--- src/rtl/vit_config.svh ---
// ----------------------------------------------------------
// Sizing of the K=7 rate 1/3 path metric unit
// Path metrics wrap at 2^VIT_PM_WIDTH with no normalization
// so the spread between states must stay under half that
// ----------------------------------------------------------
`ifndef VIT_CONFIG_SVH
`define VIT_CONFIG_SVH

// Trellis size
`define VIT_NUM_STATES 64
`define VIT_NUM_ACS 32

// Branch metric per 3-bit code label
`define VIT_BM_WIDTH 6
`define VIT_LABEL_WIDTH 3

// Modulo path metric
`define VIT_PM_WIDTH 11

`endif

--- src/rtl/vit_pkg.sv ---
// ----------------------------------------------------------
// Metric and label types for the path metric unit
// Label table entry j is the label on the branch j -> 2j
// ----------------------------------------------------------
`default_nettype none

`include "vit_config.svh"

package vit_pkg;

	typedef logic [`VIT_BM_WIDTH-1:0] bm_t;
	typedef logic [`VIT_PM_WIDTH-1:0] pm_t;
	typedef logic [`VIT_LABEL_WIDTH-1:0] label_t;

	// Branch metrics indexed by code label
	typedef bm_t [(1 << `VIT_LABEL_WIDTH)-1:0] bm_set_t;

	typedef pm_t [`VIT_NUM_STATES-1:0] state_metrics_t;
	typedef pm_t [`VIT_NUM_ACS-1:0] acs_metrics_t;

	// Other branches of a butterfly carry the complement
	localparam label_t BUTTERFLY_LABEL [`VIT_NUM_ACS] = '{
		3'b000, 3'b110, 3'b111, 3'b001, 3'b101, 3'b011, 3'b010, 3'b100,
		3'b010, 3'b100, 3'b101, 3'b011, 3'b111, 3'b001, 3'b000, 3'b110,
		3'b001, 3'b111, 3'b110, 3'b000, 3'b100, 3'b010, 3'b011, 3'b101,
		3'b011, 3'b101, 3'b100, 3'b010, 3'b110, 3'b000, 3'b001, 3'b111
	};

endpackage

`default_nettype wire

--- src/rtl/acs_unit.sv ---
// ----------------------------------------------------------
// Add-compare-select for one half of a butterfly
// Phase 0 gives new state 2j, phase 1 gives new state 2j+1
// A tie keeps the upper (state j) path
// ----------------------------------------------------------
`default_nettype none
`timescale 1ns/100ps

`include "vit_config.svh"

module acs_unit import vit_pkg::*; (
	input  logic phase,
	input  pm_t  pm_upper,
	input  pm_t  pm_lower,
	input  bm_t  bm_direct,
	input  bm_t  bm_cross,
	output pm_t  pm_out,
	output logic decision
);

	pm_t bm_upper_ext;
	pm_t bm_lower_ext;
	pm_t cand_upper;
	pm_t cand_lower;
	pm_t cand_diff;

	// Odd new state sees the labels swapped
	assign bm_upper_ext = pm_t'(phase ? bm_cross : bm_direct);
	assign bm_lower_ext = pm_t'(phase ? bm_direct : bm_cross);

	assign cand_upper = pm_upper + bm_upper_ext;
	assign cand_lower = pm_lower + bm_lower_ext;

	// Modulo compare by sign of the difference
	assign cand_diff = cand_lower - cand_upper;
	assign decision = cand_diff[`VIT_PM_WIDTH-1];

	assign pm_out = decision ? cand_lower : cand_upper;

endmodule

`default_nettype wire

--- src/rtl/acs_bank.sv ---
// ----------------------------------------------------------
// 32 ACS butterflies, time-shared over the two phases
// Butterfly j reads old states j and j+32
// ----------------------------------------------------------
`default_nettype none
`timescale 1ns/100ps

`include "vit_config.svh"

module acs_bank import vit_pkg::*; (
	input  logic                    phase,
	input  bm_set_t                 bm_set,
	input  state_metrics_t          old_metrics,
	output acs_metrics_t            new_metrics,
	output logic [`VIT_NUM_ACS-1:0] decisions
);

	genvar j;

	generate
		for (j = 0; j < `VIT_NUM_ACS; j++) begin : g_bfly
			localparam label_t LBL_DIRECT = BUTTERFLY_LABEL[j];
			localparam label_t LBL_CROSS = ~BUTTERFLY_LABEL[j];

			bm_t bm_direct;
			bm_t bm_cross;

			// Fixed routing from the label table
			assign bm_direct = bm_set[LBL_DIRECT];
			assign bm_cross = bm_set[LBL_CROSS];

			acs_unit u_acs (
				.phase     (phase),
				.pm_upper  (old_metrics[j]),
				.pm_lower  (old_metrics[j + `VIT_NUM_ACS]),
				.bm_direct (bm_direct),
				.bm_cross  (bm_cross),
				.pm_out    (new_metrics[j]),
				.decision  (decisions[j])
			);
		end
	endgenerate

endmodule

`default_nettype wire

--- src/rtl/path_metric_store.sv ---
// ----------------------------------------------------------
// Phase toggle and the 64 path metric registers
// Even-state results wait in staging for one clock; all 64
// metrics change together on the edge that ends phase B
// ----------------------------------------------------------
`default_nettype none
`timescale 1ns/100ps

`include "vit_config.svh"

module path_metric_store import vit_pkg::*; (
	input  logic           clk,
	input  logic           reset_n,
	input  acs_metrics_t   new_metrics,
	output logic           phase,
	output state_metrics_t old_metrics
);

	acs_metrics_t   pm_stage;
	state_metrics_t pm_reg;

	// ----------------------------------------------------------
	// Phase, 0 = phase A (even states), 1 = phase B (odd states)
	// ----------------------------------------------------------
	always_ff @(posedge clk or negedge reset_n) begin
		if (!reset_n) begin
			phase <= 1'b0;
		end else begin
			phase <= ~phase;
		end
	end

	// ----------------------------------------------------------
	// Phase A staging
	// ----------------------------------------------------------
	// Holds survivors of new states 2j until phase B ends
	always_ff @(posedge clk or negedge reset_n) begin
		if (!reset_n) begin
			pm_stage <= '0;
		end else if (!phase) begin
			pm_stage <= new_metrics;
		end
	end

	// ----------------------------------------------------------
	// Write-back in new-state order
	// ----------------------------------------------------------
	// Old metrics stay put through phase A so both phases
	// see the same previous step
	always_ff @(posedge clk or negedge reset_n) begin
		if (!reset_n) begin
			pm_reg <= '0;
		end else if (phase) begin
			for (int j = 0; j < `VIT_NUM_ACS; j++) begin
				// Even from staging
				pm_reg[2*j] <= pm_stage[j];
				// Odd straight from the ACS
				pm_reg[2*j + 1] <= new_metrics[j];
			end
		end
	end

	assign old_metrics = pm_reg;

endmodule

`default_nettype wire

--- src/rtl/decision_register.sv ---
// ----------------------------------------------------------
// Survivor decision word of one trellis step
// sel_out loads on the edge that ends phase B and holds
// for two clocks; bit n is the decision for new state n
// ----------------------------------------------------------
`default_nettype none
`timescale 1ns/100ps

`include "vit_config.svh"

module decision_register import vit_pkg::*; (
	input  logic                       clk,
	input  logic                       reset_n,
	input  logic                       phase,
	input  logic [`VIT_NUM_ACS-1:0]    decisions,
	output logic [`VIT_NUM_STATES-1:0] sel_out
);

	logic [`VIT_NUM_ACS-1:0] dec_stage;

	// Phase A decisions, for the even states
	always_ff @(posedge clk or negedge reset_n) begin
		if (!reset_n) begin
			dec_stage <= '0;
		end else if (!phase) begin
			dec_stage <= decisions;
		end
	end

	// Interleave staged even bits with live odd bits
	always_ff @(posedge clk or negedge reset_n) begin
		if (!reset_n) begin
			sel_out <= '0;
		end else if (phase) begin
			for (int j = 0; j < `VIT_NUM_ACS; j++) begin
				sel_out[2*j] <= dec_stage[j];
				sel_out[2*j + 1] <= decisions[j];
			end
		end
	end

endmodule

`default_nettype wire

--- src/rtl/viterbi_pmu.sv ---
// ----------------------------------------------------------
// Path metric unit, one trellis step every two clocks
// Branch metrics must be held for a phase A and a phase B
// cycle; phase A is the cycle with clk_div2_out high
// ----------------------------------------------------------
`default_nettype none
`timescale 1ns/100ps

`include "vit_config.svh"

module viterbi_pmu import vit_pkg::*; (
	input  logic                       clk,
	input  logic                       reset_n,
	input  bm_t                        bm_000,
	input  bm_t                        bm_001,
	input  bm_t                        bm_010,
	input  bm_t                        bm_011,
	input  bm_t                        bm_100,
	input  bm_t                        bm_101,
	input  bm_t                        bm_110,
	input  bm_t                        bm_111,
	output logic [`VIT_NUM_STATES-1:0] sel_out,
	output logic                       clk_div2_out
);

	bm_set_t                 bm_set;
	logic                    phase;
	state_metrics_t          old_metrics;
	acs_metrics_t            new_metrics;
	logic [`VIT_NUM_ACS-1:0] decisions;

	// Pack by code label
	assign bm_set = {bm_111, bm_110, bm_101, bm_100, bm_011, bm_010, bm_001, bm_000};

	assign clk_div2_out = ~phase;

	acs_bank u_acs_bank (
		.phase       (phase),
		.bm_set      (bm_set),
		.old_metrics (old_metrics),
		.new_metrics (new_metrics),
		.decisions   (decisions)
	);

	path_metric_store u_path_metric_store (
		.clk         (clk),
		.reset_n     (reset_n),
		.new_metrics (new_metrics),
		.phase       (phase),
		.old_metrics (old_metrics)
	);

	decision_register u_decision_register (
		.clk       (clk),
		.reset_n   (reset_n),
		.phase     (phase),
		.decisions (decisions),
		.sel_out   (sel_out)
	);

endmodule

`default_nettype wire

--- config.mk ---
export PLATFORM = sky130hd
export DESIGN_NAME = viterbi_pmu
export DESIGN_NICKNAME = d
export VERILOG_FILES = /design/src/rtl/vit_pkg.sv /design/src/rtl/acs_unit.sv /design/src/rtl/acs_bank.sv /design/src/rtl/path_metric_store.sv /design/src/rtl/decision_register.sv /design/src/rtl/viterbi_pmu.sv
export VERILOG_INCLUDE_DIRS = /design/src /design/src/rtl
export SDC_FILE = /design/constraint.sdc
export NUM_CORES = 2
export LEC_CHECK = 0
export BUFFER_PORTS_ARGS = -buffer_cell sky130_fd_sc_hd__buf_4
export CORE_UTILIZATION = 45
export CTS_BUF_LIST = sky130_fd_sc_hd__clkbuf_4
export DETAILED_ROUTE_END_ITERATION = 7
export GPL_ROUTABILITY_DRIVEN = 0
export HOLD_SLACK_MARGIN = 0.12
export SKIP_LAST_GASP = 1
export SLEW_MARGIN = 5
export SYNTH_ARGS = -nofsm -noshare
export SYNTH_HDL_FRONTEND = slang
export SYNTH_SLANG_ARGS = --single-unit
--- constraint.sdc ---
create_clock -name clk -period 6 [get_ports clk]
set_input_delay 0.6 -clock clk [delete_from_list [all_inputs] [get_ports clk]]
set_output_delay 0.6 -clock clk [all_outputs]
set_load 0.005 [all_outputs]
Yosys cells after proc, flatten, opt, wreduce, memory -nomap -nowiden --
Cells that the tools add are included.
Word-level totals: output and inout bits 65, flip-flop bits (word level) 1153, logic and storage cells 236
Operators by class: bitwise gates (word level) 1, add/sub/neg operators 96, muxes and demuxes 40
Operators by type and width (count):
- 11-bit adder | 64
- 11-bit 2-to-1 mux | 32
- 11-bit subtractor | 32
- 6-bit 2-to-1 mux | 8
- 1-bit inverter | 1

Depth between registers and ports, before layout --
depth after elaboration 4, gate-level depth with buffers 24, depth with buffers taken out 19

By module --
Synthesis repeated with hierarchy kept, for this count alone.
Second synthesis, totals: cell total of the unflattened synthesis 7043, area total of the unflattened synthesis 83872.9 µm²
By module, submodules not included:
- path_metric_store | area an instance 42185.5 µm², cells each 2232, times used 1
- acs_unit at u_acs_bank.g_bfly[10].u_acs ... | area an instance 1143.6 µm², cells each 135, times used 15
- acs_unit at u_acs_bank.g_bfly[0].u_acs ... | area an instance 1213.7 µm², cells each 153, times used 12
- acs_unit at u_acs_bank.g_bfly[7].u_acs ... | area an instance 1293.7 µm², cells each 160, times used 3
- decision_register | area an instance 3764.9 µm², cells each 203, times used 1
- acs_unit at u_acs_bank.g_bfly[6].u_acs | area an instance 1179.9 µm², cells each 129, times used 1
- acs_unit at u_acs_bank.g_bfly[17].u_acs | area an instance 1139.8 µm², cells each 137, times used 1
- viterbi_pmu | area an instance 3.8 µm², cells each 1, times used 1

Least setup slack after synthesis --
Ideal clock, no wire load.
path kind flip-flop to flip-flop, start register u_path_metric_store.phase, end register u_path_metric_store.pm_stage[267] (netlist bit), arrival time 5.587 ns, cell stages (with the launch flop) 25, setup time 0.125 ns, period minus slack after synthesis 5.711 ns, required time 5.875 ns, path buffers 5, setup slack 0.289 ns, cell sequence dfrtp_1 > clkbuf_1 > clkbuf_1 > clkbuf_1 > clkbuf_1 > mux2_2 > ha_1 > fa_1 > a211oi_2 > nor2_1 > o21a_1 > nor2_1 > nor2_1 > xnor2_1 > inv_1 > ha_1 > and4_1 > a221oi_1 > o21ai_0 > a31oi_1 > xor2_1 > xnor2_1 > buf_6 > mux2_4 > mux2_2
Between the ends: word-level cells in the longest chain between the ends 4
Ends and longest elaborated chain:
- from (decl) | RTL line path_metric_store.sv:15 | output logic phase,
- from (signal assigned) | RTL line path_metric_store.sv:29 | phase <= ~phase;
- 6-bit 2-to-1 mux, on equally long branches | RTL line acs_unit.sv:29, acs_unit.sv:28
- 11-bit adder, on equally long branches | RTL line acs_unit.sv:32, acs_unit.sv:31
- 11-bit subtractor | RTL line acs_unit.sv:35 | assign cand_diff = cand_lower - cand_upper;
- 11-bit 2-to-1 mux | RTL line acs_unit.sv:38 | assign pm_out = decision ? cand_lower : cand_upper;
- to (signal assigned) | RTL line path_metric_store.sv:41 | pm_stage <= new_metrics;
- to (decl) | RTL line path_metric_store.sv:19 | acs_metrics_t pm_stage;
Parallel ways exist; a longest one is shown, timed or not. A chain may end at the register's enable or synchronous reset.

Worst setup path after layout --
start register u_path_metric_store.phase, end register u_path_metric_store.pm_stage[202] (netlist bit)
Same word-level chain as after synthesis.

==> key figures <==
Finish
  – Filler Cell Count: 14.5k
  – Final #Nets: 8185
  – Layout cells sized above 1: 18.0%
  – Area growth syn-to-layout: 10.9%
  – Final Util: 50.5%

Clock network
  – CTS tree: yes
  – Max Buffers Root-to-Sink: 4
  – TritonCTS sink count: 1153
  – Root Driver: clkbuf_4
  – CTS clock-pin slew for the worst setup and hold paths: 70 ps
  – Clk_lat worst skew: 1350 ps
  – H-tree Lvls: 5
  – CTS Buf Count: 342

Critical path
  – R2R Path End: u_path_metric_store.pm_stage[202]$_DFFE_PN0N_
  – Worst Path Required: 7150 ps
  – Worst r2r src: u_path_metric_store.phase$_DFF_PN0_
  – Critical Path End Type: register
  – Setup CP Type: register to register
  – Critical Path Fanout Max: 17
  – R2R setup slack: 220 ps
  – Worst R2R Path Depth: 18
  – CP arrival: 6930 ps
  – Startpoint Class: register

STA
  – Slew @ Worst Pin: 1090 ps
  – Layout Skew: 144 ps
  – Fin crit share: 96.3%
  – Setup WS post-layout: 220 ps
  – Endpoints failing setup: 0
  – Slew Limit Headroom: 27.3%
  – Pins Over Slew Limit: 0
  – Max Freq: 173 MHz
  – RSZ-0062 raised after global routing: yes
  – Fin. Hold Viols: 0
  – Crit path time final: 5780 ps

Global routing
  – Global-route wire length before repair: 317000 um
  – Initial antenna violation count: 23
  – Gr usage total: 26.3%
  – Vias in the first global route: 52.4k
  – Largest net degree at the start of global routing: 188
  – Gr ovfl total: 0

Floorplan
  – Std-Cell Core Area: 157000 um2
  – IO Pins: 115
  – Die outline height: 400 um
  – Full die area: 160000 um2
  – # rows: 145
  – Die width: 400 um
  – Initial Util: 45.5%

Synth
  – Top cell type's share of synthesized area: 40.4%
  – Mapped Area: 71300 um2
  – Syn Area/Cell: 10.1 um2
  – Yosys cell types: 52
  – Net Count, Synth: 7836
  – Asr flop ratio synth: 100%
  – Synth area leaders: dfrtp_1, ha_1, mux2_2
  – Main synth FF type: dfrtp_1
  – Largest area contributor in the netlist: dfrtp_1
  – Post-synth EDFFs: 0
  – Number of synthesized register bits: 1153
  – Post-synthesis sequential area ratio: 40.4%
  – Number of synthesis warnings: 0
  – Count leader, synth: dfrtp_1
  – Synth top cells by count: dfrtp_1, a21oi_1, ha_1, nor2_1, mux2_2
  – Mapped Cells: 7050

Routing
  – Residual DRC: 0
  – Vias: 53.1k
  – Via density per instance: 5.47
  – TritonRoute pass-1 iters: 5
  – Initial DRC count: 3777
  – Final WL: 209000 um
  – Routed Antenna Nets: 0
  – Per-cell routed wire length: 21.5 um

Min path
  – Hold Path Sink: u_path_metric_store.pm_stage[44]$_DFFE_PN0N_
  – Min-delay src: bm_010[0]
  – Hold depth: 5
  – Worst hold path class: primary input to register

Placement
  – Dpl ws: -68.0 ps
  – Post-DP HPWL: 153000 um
  – Port Buffers: 114

Run
  – # Max-Cap Violations: 0

Status
  – Status: completed
metal layers:
layer | share of wire [%] | global-route usage, % | wire length (um) | vias up
met5 | 0.020 | 0 | 41 | -
met4 | 3.6 | 10.3 | 7610 | 6
met3 | 6.3 | 5.17 | 13100 | 382
met2 | 44 | 39.6 | 91100 | 1320
met1 | 46 | 37.1 | 97200 | 25900
li1 | - | - | - | 25400
critical path, cell delays in order (launching register included):
cell      delay [ps]
dfrtp_4          660
buf_12           250
mux2_2           550
buf_12           240
fa_1             450
a211oi_1         220
o21ai_0          130
a21oi_1          330
nor2_1            90
xnor2_1          350
inv_1             90
ha_1             330
a21o_1           170
a21oi_1          130
o21ai_0          130
xor3_1           740
buf_4            230
mux2i_1          350
a21oi_1          120
per-stage QoR:
stage / TNS, ps / area, um2 / hold slack (ps) / std cells
2_1_floorplan: 0 / 71300 / 304 / 7050
3_3_place_gp: -26.6 / 74900 / 443 / 9105
3_5_place_dp: -411 / 74900 / 450 / 9105
4_1_cts: 0 / 79000 / 129 / 9690
5_1_grt: -28.8 / 79100 / 148 / 9703
6_report: 0 / 79100 / 282 / 9706
cells in the final DEF, fill, tap and decap left out, types with 55 or more instances in the layout:
| cell type | netlist | final |
|---|---|---|
| o21ai_0 | 475 | 475 |
| nor2_1 | 647 | 647 |
| nand2b_1 | 55 | 55 |
| a211oi_1 | 116 | 116 |
| fa_1 | 64 | 64 |
| ha_1 | 672 | 672 |
| a21o_1 | 213 | 213 |
| a21oi_1 | 682 | 682 |
| inv_1 | 511 | 510 |
| clkinv_1 | 0 | 70 |
| nand2_1 | 441 | 441 |
| clkbuf_4 | 0 | 498 |
| a21bo_2 | 62 | 62 |
| nand3_1 | 86 | 86 |
| xor2_1 | 139 | 139 |
| mux2_2 | 536 | 534 |
| mux2i_1 | 242 | 242 |
| xnor2_1 | 407 | 403 |
| dfrtp_1 | 1153 | 1152 |
| buf_4 | 22 | 217 |
| o211ai_1 | 57 | 57 |
final cells by class:
type	count	area, um2	share of cell area, %
Antenna cell	12	30.0	0.0380
Inverter	511	1930	2.43
Tap cell	2058	2570	3.26
Clock inverter	83	328	0.414
Sequential cell	1153	28900	36.5
Multi-Input combinational cell	5153	39600	50.1
Clock buffer	498	3740	4.73
Timing Repair Buffer	238	2030	2.56
sequential cells by signal, indices dropped and copies added (netlist names):
signal                           flops
u_decision_register.sel_out         64
u_path_metric_store.pm_stage       352
u_path_metric_store.old_metrics    704
u_path_metric_store.phase            1
u_decision_register.dec_stage       32
kinds of logic after synthesis:
family	count (synthesis)	share of synthesized area, %
buffers and inverters	744	4.12
flip-flops	1153	40.4
XOR/XNOR	574	7.63
adder cells (fa/ha/maj)	736	13.6
AO/OA/AOI/OAI	1692	14.0
AND/OR/NAND/NOR	1352	7.97
multiplexers	799	12.3
how the worst max path moves through the flow:
| stage | start | to | cells after the start |
|---|---|---|---|
| 4_1_cts | u_path_metric_store.phase$_DFF_PN0_ | u_path_metric_store.old_metrics[146]$_DFFE_PN0P_ | 17 |
| 5_1_grt | u_path_metric_store.phase$_DFF_PN0_ | u_path_metric_store.old_metrics[478]$_DFFE_PN0P_ | 18 |
| 3_3_place_gp | u_path_metric_store.phase$_DFF_PN0_ | u_path_metric_store.old_metrics[297]$_DFFE_PN0P_ | 16 |
| 2_1_floorplan | u_path_metric_store.phase$_DFF_PN0_ | u_path_metric_store.pm_stage[267]$_DFFE_PN0N_ | 24 |
| 3_5_place_dp | u_path_metric_store.phase$_DFF_PN0_ | u_path_metric_store.old_metrics[297]$_DFFE_PN0P_ | 16 |
| 6_report | u_path_metric_store.phase$_DFF_PN0_ | u_path_metric_store.pm_stage[202]$_DFFE_PN0N_ | 18 |
timing repair:
| action | in CTS | in global routing |
|---|---|---|
| hold buffers | 3 | 0 |
| setup buffers | 1 | 4 |
| gates cloned | 0 | 0 |
| pin swaps | 0 | 1 |
| resized for setup | 1 | 7 |
| setup endpoints to repair | 21 | 81 |
| endpoints found under the hold margin | 857 | 0 |
Power is left out: the tool's default activity adds up to more than one toggle a clock period on the data nets, which glitch-free logic cannot reach.
